===== src/logic/ooo_commit_pkg.sv =====
`default_nettype none

package ooo_commit_pkg;

  // Widths that carry a meaning.
  typedef logic [31:0] word_t;     // Data word or address.
  typedef logic [4:0]  reg_idx_t;  // Architectural register number.
  typedef logic [2:0]  cb_idx_t;   // Completion buffer slot.
  typedef logic [3:0]  bht_idx_t;  // History table slot, pc[5:2].
  typedef logic [1:0]  bht_cnt_t;  // Saturating branch counter.
  typedef logic [3:0]  cause_t;    // Trap cause code.

  // Sizes.
  localparam int CB_DEPTH    = 8;   // Completion buffer entries.
  localparam int BHT_ENTRIES = 16;  // History table entries.

  // Trap causes, RISC-V numbering.
  localparam cause_t CAUSE_MAL_INSN     = 4'd0;  // Misaligned instruction address.
  localparam cause_t CAUSE_ILLEGAL_INSN = 4'd2;  // Illegal instruction.

  // Counter values used by the history table.
  // Weak taken (2) is not named, bit 1 alone marks a taken prediction.
  localparam bht_cnt_t BHT_STRONG_NT = 2'd0;  // Floor of the counter.
  localparam bht_cnt_t BHT_WEAK_NT   = 2'd1;  // Value after reset.
  localparam bht_cnt_t BHT_STRONG_T  = 2'd3;  // Ceiling of the counter.

  // Commit control FSM.
  typedef enum logic [1:0] {
    RUN,                // Retire in order.
    TRAP_WAIT_ACK,      // trap_req high, waiting for the privilege unit.
    TRAP_WAIT_RELEASE   // Ack seen, waiting for it to drop.
  } commit_state_t;

endpackage

`default_nettype wire


===== src/logic/ooo_commit_stage.sv =====
`timescale 1ns/1ps
`default_nettype none

module ooo_commit_stage import ooo_commit_pkg::*; (
  // ALU writeback, also resolves branches.
  input  logic    alu_valid,
  input  cb_idx_t alu_index,
  input  word_t   alu_pc,
  input  word_t   alu_data,
  input  word_t   alu_target,
  input  logic    alu_illegal,
  input  logic    alu_branch,
  input  logic    alu_prediction,
  input  logic    alu_taken,
  // Multiplier writeback.
  input  logic    mul_valid,
  input  cb_idx_t mul_index,
  input  word_t   mul_data,
  // Completion buffer, ALU port.
  output logic    wb_a_valid,
  output cb_idx_t wb_a_index,
  output word_t   wb_a_data,
  output logic    wb_a_exception,
  output cause_t  wb_a_cause,
  output logic    wb_a_nowrite,
  output logic    wb_a_redirect,
  // Completion buffer, multiplier port.
  output logic    wb_m_valid,
  output cb_idx_t wb_m_index,
  output word_t   wb_m_data,
  // Branch history update.
  output logic    upd_valid,
  output word_t   upd_pc,
  output logic    upd_taken
);

  logic  mispredict;
  logic  mal_target;
  logic  exception;
  word_t next_pc;
  word_t trap_value;

  assign mispredict = alu_branch & (alu_prediction ^ alu_taken);
  assign mal_target = alu_branch & alu_taken & (alu_target[1:0] != 2'b00);
  assign exception  = alu_illegal | mal_target;

  assign next_pc    = alu_taken ? alu_target : alu_pc + 32'd4;  // Resolved fetch address.
  assign trap_value = alu_illegal ? '0 : alu_target;           // Bad target for mtval.

  // One word per entry, its meaning set by the flags beside it.
  always_comb begin
    if (exception) begin
      wb_a_data = trap_value;
    end else if (mispredict) begin
      wb_a_data = next_pc;
    end else begin
      wb_a_data = alu_data;
    end
  end

  assign wb_a_valid     = alu_valid;
  assign wb_a_index     = alu_index;
  assign wb_a_exception = exception;
  assign wb_a_cause     = alu_illegal ? CAUSE_ILLEGAL_INSN : CAUSE_MAL_INSN;
  assign wb_a_nowrite   = alu_branch;                  // Branches have no rd.
  assign wb_a_redirect  = mispredict & ~exception;     // A trap wins over a redirect.

  // Multiplier results never fault.
  assign wb_m_valid = mul_valid;
  assign wb_m_index = mul_index;
  assign wb_m_data  = mul_data;

  // Train the predictor at resolution, not at retirement.
  assign upd_valid = alu_valid & alu_branch;
  assign upd_pc    = alu_pc;
  assign upd_taken = alu_taken;

endmodule

`default_nettype wire


===== src/logic/completion_buffer.sv =====
`timescale 1ns/1ps
`default_nettype none

module completion_buffer import ooo_commit_pkg::*; (
  input  logic     CLK,
  input  logic     nRST,
  // Allocation from dispatch.
  input  logic     alloc_valid,
  input  word_t    alloc_pc,
  input  reg_idx_t alloc_rd,
  output logic     alloc_ready,
  output cb_idx_t  alloc_index,
  // ALU writeback port.
  input  logic     wb_a_valid,
  input  cb_idx_t  wb_a_index,
  input  word_t    wb_a_data,
  input  logic     wb_a_exception,
  input  cause_t   wb_a_cause,
  input  logic     wb_a_nowrite,
  input  logic     wb_a_redirect,
  // Multiplier writeback port.
  input  logic     wb_m_valid,
  input  cb_idx_t  wb_m_index,
  input  word_t    wb_m_data,
  // Commit control.
  input  logic     retire_en,
  input  logic     flush,
  output logic     head_ready,
  output logic     head_exception,
  output cause_t   head_cause,
  output word_t    head_pc,
  output word_t    head_value,
  // Retirement.
  output logic     retire_valid,
  output reg_idx_t retire_rd,
  output word_t    retire_data,
  output logic     retire_wen,
  output logic     redirect_valid,
  output word_t    redirect_pc
);

  // Entry payload.
  word_t    pc_q    [CB_DEPTH];
  reg_idx_t rd_q    [CB_DEPTH];
  word_t    data_q  [CB_DEPTH];
  cause_t   cause_q [CB_DEPTH];

  // Entry status.
  logic [CB_DEPTH-1:0] valid_q;     // Allocated and not yet retired.
  logic [CB_DEPTH-1:0] done_q;      // Written back.
  logic [CB_DEPTH-1:0] exc_q;
  logic [CB_DEPTH-1:0] nowrite_q;
  logic [CB_DEPTH-1:0] redirect_q;

  cb_idx_t    head;
  cb_idx_t    tail;
  logic [3:0] count;  // Holds 0 to CB_DEPTH.
  logic       alloc_fire;

  // A redirecting retirement wipes the buffer, so nothing may enter that cycle.
  assign alloc_ready = (count != 4'(CB_DEPTH)) & ~flush & ~redirect_valid;
  assign alloc_index = tail;
  assign alloc_fire  = alloc_valid & alloc_ready;

  assign head_ready     = valid_q[head] & done_q[head];
  assign head_exception = exc_q[head];
  assign head_cause     = cause_q[head];
  assign head_pc        = pc_q[head];
  assign head_value     = data_q[head];

  assign retire_valid   = retire_en & head_ready;
  assign retire_rd      = rd_q[head];
  assign retire_data    = data_q[head];
  assign retire_wen     = retire_valid & ~nowrite_q[head];
  assign redirect_valid = retire_valid & redirect_q[head];
  assign redirect_pc    = data_q[head];  // Resolved next pc.

  always_ff @(posedge CLK, negedge nRST) begin
    if (!nRST) begin
      head       <= '0;
      tail       <= '0;
      count      <= '0;
      valid_q    <= '0;
      done_q     <= '0;
      exc_q      <= '0;
      nowrite_q  <= '0;
      redirect_q <= '0;
    end else begin
      if (alloc_fire) begin
        valid_q[tail] <= 1'b1;
        done_q[tail]  <= 1'b0;  // Clears any stale result.
        tail          <= tail + 3'd1;
      end
      if (wb_a_valid) begin
        done_q[wb_a_index]     <= 1'b1;
        exc_q[wb_a_index]      <= wb_a_exception;
        nowrite_q[wb_a_index]  <= wb_a_nowrite;
        redirect_q[wb_a_index] <= wb_a_redirect;
      end
      if (wb_m_valid) begin
        done_q[wb_m_index]     <= 1'b1;
        exc_q[wb_m_index]      <= 1'b0;
        nowrite_q[wb_m_index]  <= 1'b0;
        redirect_q[wb_m_index] <= 1'b0;
      end
      if (retire_valid) begin
        valid_q[head] <= 1'b0;
        head          <= head + 3'd1;
      end
      count <= count + {3'b000, alloc_fire} - {3'b000, retire_valid};

      // Emptying overrides the bookkeeping above.
      if (flush) begin
        valid_q <= '0;
        tail    <= head;
        count   <= '0;
      end else if (redirect_valid) begin
        valid_q <= '0;
        tail    <= head + 3'd1;  // Same slot the head moves to.
        count   <= '0;
      end
    end
  end

  // Payload is only read once its status bits say so.
  always_ff @(posedge CLK) begin
    if (alloc_fire) begin
      pc_q[tail] <= alloc_pc;
      rd_q[tail] <= alloc_rd;
    end
    if (wb_a_valid) begin
      data_q[wb_a_index]  <= wb_a_data;
      cause_q[wb_a_index] <= wb_a_cause;
    end
    if (wb_m_valid) begin
      data_q[wb_m_index] <= wb_m_data;
    end
  end

endmodule

`default_nettype wire


===== src/logic/commit_control.sv =====
`timescale 1ns/1ps
`default_nettype none

module commit_control import ooo_commit_pkg::*; (
  input  logic   CLK,
  input  logic   nRST,
  // Completion buffer head.
  input  logic   head_ready,
  input  logic   head_exception,
  input  cause_t head_cause,
  input  word_t  head_pc,
  input  word_t  head_value,
  output logic   retire_en,
  output logic   flush,
  // Privilege unit, four-phase handshake.
  input  logic   trap_ack,
  output logic   trap_req,
  output word_t  trap_epc,
  output word_t  trap_value,
  output cause_t trap_cause
);

  commit_state_t state;
  commit_state_t state_next;
  logic          trap_start;

  assign trap_start = (state == RUN) & head_ready & head_exception;

  // Only clean results leave the buffer.
  assign retire_en = (state == RUN) & head_ready & ~head_exception;
  assign trap_req  = (state == TRAP_WAIT_ACK);
  assign flush     = (state == TRAP_WAIT_ACK) & trap_ack;  // One cycle, req drops with it.

  always_comb begin
    state_next = state;
    case (state)
      RUN: begin
        if (trap_start) begin
          state_next = TRAP_WAIT_ACK;
        end
      end
      TRAP_WAIT_ACK: begin
        if (trap_ack) begin
          state_next = TRAP_WAIT_RELEASE;
        end
      end
      TRAP_WAIT_RELEASE: begin
        if (!trap_ack) begin
          state_next = RUN;  // Handshake closed.
        end
      end
      default: state_next = RUN;
    endcase
  end

  always_ff @(posedge CLK, negedge nRST) begin
    if (!nRST) begin
      state <= RUN;
    end else begin
      state <= state_next;
    end
  end

  // Held stable for as long as trap_req is high.
  always_ff @(posedge CLK) begin
    if (trap_start) begin
      trap_epc   <= head_pc;
      trap_value <= head_value;
      trap_cause <= head_cause;
    end
  end

endmodule

`default_nettype wire


===== src/logic/branch_history_table.sv =====
`timescale 1ns/1ps
`default_nettype none

module branch_history_table import ooo_commit_pkg::*; (
  input  logic  CLK,
  input  logic  nRST,
  // Resolution from the commit stage.
  input  logic  upd_valid,
  input  word_t upd_pc,
  input  logic  upd_taken,
  // Lookup from fetch.
  input  word_t pred_pc,
  output logic  pred_taken
);

  bht_cnt_t cnt_q [BHT_ENTRIES];
  bht_idx_t upd_idx;
  bht_idx_t pred_idx;

  assign upd_idx  = upd_pc[5:2];   // Word aligned, low bits dropped.
  assign pred_idx = pred_pc[5:2];

  assign pred_taken = cnt_q[pred_idx][1];  // Upper half of the range.

  always_ff @(posedge CLK, negedge nRST) begin
    if (!nRST) begin
      for (int i = 0; i < BHT_ENTRIES; i++) begin
        cnt_q[i] <= BHT_WEAK_NT;
      end
    end else if (upd_valid) begin
      if (upd_taken) begin
        if (cnt_q[upd_idx] != BHT_STRONG_T) begin
          cnt_q[upd_idx] <= cnt_q[upd_idx] + 2'd1;
        end
      end else begin
        if (cnt_q[upd_idx] != BHT_STRONG_NT) begin
          cnt_q[upd_idx] <= cnt_q[upd_idx] - 2'd1;
        end
      end
    end
  end

endmodule

`default_nettype wire


===== src/logic/ooo_commit_top.sv =====
`timescale 1ns/1ps
`default_nettype none

module ooo_commit_top import ooo_commit_pkg::*; (
  input  logic     CLK,
  input  logic     nRST,
  // Dispatch allocation.
  input  logic     alloc_valid,
  input  word_t    alloc_pc,
  input  reg_idx_t alloc_rd,
  output logic     alloc_ready,
  output cb_idx_t  alloc_index,
  // ALU writeback.
  input  logic     alu_valid,
  input  cb_idx_t  alu_index,
  input  word_t    alu_pc,
  input  word_t    alu_data,
  input  logic     alu_illegal,
  input  logic     alu_branch,
  input  logic     alu_prediction,
  input  logic     alu_taken,
  input  word_t    alu_target,
  // Multiplier writeback.
  input  logic     mul_valid,
  input  cb_idx_t  mul_index,
  input  word_t    mul_data,
  // Retirement and fetch redirect.
  output logic     retire_valid,
  output reg_idx_t retire_rd,
  output word_t    retire_data,
  output logic     retire_wen,
  output logic     redirect_valid,
  output word_t    redirect_pc,
  // Trap to the privilege unit.
  output logic     trap_req,
  output word_t    trap_epc,
  output cause_t   trap_cause,
  output word_t    trap_value,
  input  logic     trap_ack,
  // Fetch prediction.
  input  word_t    pred_pc,
  output logic     pred_taken
);

  // Commit stage to completion buffer.
  logic    wb_a_valid;
  cb_idx_t wb_a_index;
  word_t   wb_a_data;
  logic    wb_a_exception;
  cause_t  wb_a_cause;
  logic    wb_a_nowrite;
  logic    wb_a_redirect;
  logic    wb_m_valid;
  cb_idx_t wb_m_index;
  word_t   wb_m_data;

  // Commit stage to history table.
  logic    upd_valid;
  word_t   upd_pc;
  logic    upd_taken;

  // Buffer head and control.
  logic    head_ready;
  logic    head_exception;
  cause_t  head_cause;
  word_t   head_pc;
  word_t   head_value;
  logic    retire_en;
  logic    flush;

  // Port names line up across the blocks.
  ooo_commit_stage u_commit_stage (.*);

  completion_buffer u_completion_buffer (.*);

  commit_control u_commit_control (.*);

  branch_history_table u_branch_history_table (.*);

endmodule

`default_nettype wire


===== config.mk =====
export PLATFORM = sky130hd
export DESIGN_NAME = ooo_commit_top
export DESIGN_NICKNAME = d
export VERILOG_FILES = /design/src/logic/ooo_commit_pkg.sv /design/src/logic/ooo_commit_stage.sv /design/src/logic/completion_buffer.sv /design/src/logic/commit_control.sv /design/src/logic/branch_history_table.sv /design/src/logic/ooo_commit_top.sv
export SDC_FILE = /design/constraint.sdc
export NUM_CORES = 1
export LEC_CHECK = 0
export BUFFER_PORTS_ARGS = -buffer_cell sky130_fd_sc_hd__buf_2
export CAP_MARGIN = 20
export CORE_ASPECT_RATIO = 1.1
export CORE_MARGIN = 8
export CORE_UTILIZATION = 30
export DETAILED_ROUTE_END_ITERATION = 10
export PLACE_DENSITY = 0.56
export SYNTH_ARGS = -nofsm -noshare
export SYNTH_HDL_FRONTEND = slang
export SYNTH_SLANG_ARGS = --single-unit

===== constraint.sdc =====
create_clock -name CLK -period 12.15 [get_ports CLK]
set_clock_uncertainty 0.2 [all_clocks]
set_input_delay 0 -clock CLK [delete_from_list [all_inputs] [get_ports CLK]]
set_output_delay 0 -clock CLK [all_outputs]
set_load 0.01 [all_outputs]

==> out/metrics.cfg <==
[status]
outcome = complete, no violations

[timing]
rsz0062_at_grt = false
tns_ns = 0
finalSetupViolCount = 0
slew_headroom = 0.217
period_share = 0.488
drv_slew = 0
fmax_ghz = 0.169
worstMarginPinSlew_ns = 1.17
layout_min_cycle_time_ns = 5.93
hold_viol = 0
hold_slack_ns = 0.00999

[setup_path]
worstReg2RegStart = u_completion_buffer.head[1]
rrSetupSlack_ns = 6.22
critical_path_class = reg2reg
cp-start-kind = flop
crit_path_end_kind = flop
cp.required_ns = 12.43
arrival_ns = 6.22
r2r_cells = 12
path_max_fanout = 62
r2r_end = u_completion_buffer.count[2]

[synth]
ys_warn_count = 0
post-synth-top-area-cell = edfxtp_1
synth-edff-count = 625
yosysSeqAreaShare = 0.657
synth_cell_types = 67
synth-seq-cells = 709
syn_area_sq_um = 31800
async_flop_share = 0.118
synth_top_area_share = 0.590
avgSynthCellArea_sq_um = 15.0
synthCells = 2122
synth-main-ff-cell = edfxtp_1
ys_top_cells_by_area = edfxtp_1 59%, mux4_2 11%, dfrtp_1 5.4%

[pwr]
p_leak_nw = 13.3
ir_worst_vdd_mv = 0.112
p_per_area_nw_per_um2 = 207

[finish]
fin_area_sq_um = 39400
drive_gt1_frac = 0.305
syn2layout_area_growth_pct = 23.9
layout_commonest_cell = edfxtp_1
mostFrequentLayoutCells = 625 x edfxtp_1, 326 x buf_2, 247 x nand2_1
nets = 2808

[run]
maxCapViolCount = 0

[clocking]
cts_htree_levels = 3
clockBufferDepth = 3
cts_buffers = 80
cts_resized = 0
clk-insertion-delay-late_ns = 0.64
cts_setup_buffers = 0
cts_sinks = 709
cts_tree = built
path_clk_slew_ns = 0.06
cts-root-buf = clkbuf_16

[global_route]
grt_usage = 0.159
grt_pass1_wl_mm = 141
antenna_found_initial = 12
grt_pass1_vias = 21500
overflow = 0
grt_max_degree = 73

[detailed_routing]
wl_per_cell_um = 23.7
drt-total-wl_mm = 96.0
first_iter_violations = 1963
via_per_inst = 5.09
first_pass_iters = 6
route.vias.total = 20600
final_antenna_net_count = 0
drc = 0

[worst_hold_path]
whs_path_depth = 2
hold_end = u_completion_buffer.pc_q[2][28]
hold_class = in2reg
hp-start = alloc_pc[28]

[placed_design]
dpl-instance-area_sq_um = 34800
hpwlAfterDp_mm = 59.8
place.gp.congestion = 0.926
portBuffers = 327

[floorplan]
die_w_um = 326
core_area_sq_um = 105000
die_h_um = 357
ios = 359
die-area_sq_um = 117000
initial_core_util = 0.302
rows = 125

==> worst max-delay path, stage by stage (launching register included) <==
cell	delay, ns
dfrtp_4	0.62
buf_4	0.81
buf_4	0.41
buf_16	0.35
mux2i_1	0.14
a211o_1	0.29
or4_1	0.70
o21ai_4	0.88
nor2_1	0.15
ha_1	0.29
fa_1	0.43
xnor2_1	0.18
nor2_1	0.06
==> metrics by stage <==
stage / util / power, mW / instances / worst slack [ns]
6_report: 0.374 / 8.16 / 4049 / 6.22
3_3_place_gp: 0.330 / 5.75 / 3697 / 6.08
3_5_place_dp: 0.330 / 5.80 / 3697 / 5.94
4_1_cts: 0.373 / 8.31 / 4040 / 5.92
2_1_floorplan: - / 4.98 / 2124 / 6.13
5_1_grt: 0.374 / 8.57 / 4044 / 6.02
==> flip-flops by register name, summed over array words and instances (netlist names), 16 cells and up, named ones only <==
signal	cells
u_branch_history_table.cnt_q	16
u_commit_control.trap_epc	32
u_commit_control.trap_value	32
u_completion_buffer.data_q	256
u_completion_buffer.pc_q	256
u_completion_buffer.rd_q	40
==> routing by layer <==
metal  up-vias  part of all wire  global-route usage
li1       9089                 -                   -
met1     10500              0.41               0.199
met2       895              0.51               0.280
met3       172             0.066              0.0309
met4         4             0.024              0.0430
met5         -           0.00024                   0
==> worst max path at each step <==
stage	startpoint	to	slack, ns	cells after the start
2_1_floorplan	u_completion_buffer.head[1]	u_completion_buffer.pc_q[1][0]	6.13	7
3_3_place_gp	u_completion_buffer.head[1]	u_completion_buffer.count[2]	6.08	11
3_5_place_dp	u_completion_buffer.head[1]	u_completion_buffer.count[2]	5.94	11
4_1_cts	u_completion_buffer.head[1]	u_completion_buffer.count[2]	5.92	11
5_1_grt	u_completion_buffer.head[1]	u_completion_buffer.count[2]	6.02	12
6_report	u_completion_buffer.head[1]	u_completion_buffer.count[2]	6.22	12
==> cell type report <==
class / instances / area, sq um
fillers: 9993 / 66000
clock buffers: 103 / 2140
flip-flops and latches: 709 / 20900
clock inverters: 44 / 483
diodes: 6 / 15.0
multi-input cells: 1203 / 10100
well taps: 1397 / 1750
repair buffers: 562 / 3920
inverters: 25 / 93.8
==> power by group <==
part	internal, mW	leakage (nW)	switching [mW]
logic	1.09	5.55	1.30
clock network	1.39	1.28	1.02
registers	3.15	6.49	0.214
==> cell families after synthesis <==
kind of cell / Yosys count / share of synthesized area
other: 1 / 0.000118
DFF: 709 / 0.657
adders and majority gates: 14 / 0.00575
xor gates and xnor gates: 27 / 0.00744
and+or+nand+nor: 478 / 0.0651
AOI/OAI and AO/OA: 393 / 0.0752
muxes: 288 / 0.159
buffers and inverters: 212 / 0.0307
==> cells in the mapped netlist (all sizes together), types with 6 or more instances <==
master	number
edfxtp	625
nand2	248
o21ai	222
mux4	162
nor2	117
mux2	104
buf	100
clkbuf	87
dfrtp	68
a21oi	52
a22o	42
nand3	25
inv	24
mux2i	22
dfstp	16
xnor2	16
a211oi	14
nor2b	14
ha	13
nand2b	13
and2	12
nor3	12
o221ai	11
xor2	11
nand4	9
nor4	9
a21o	6
a22oi	6
o211ai	6
==> repair_timing <==
action,CTS,global route
hold buffers,196,1
hold endpoints to repair,749,1
endpoints found under the setup margin,0,0
(Power assumes the default switching activity.)
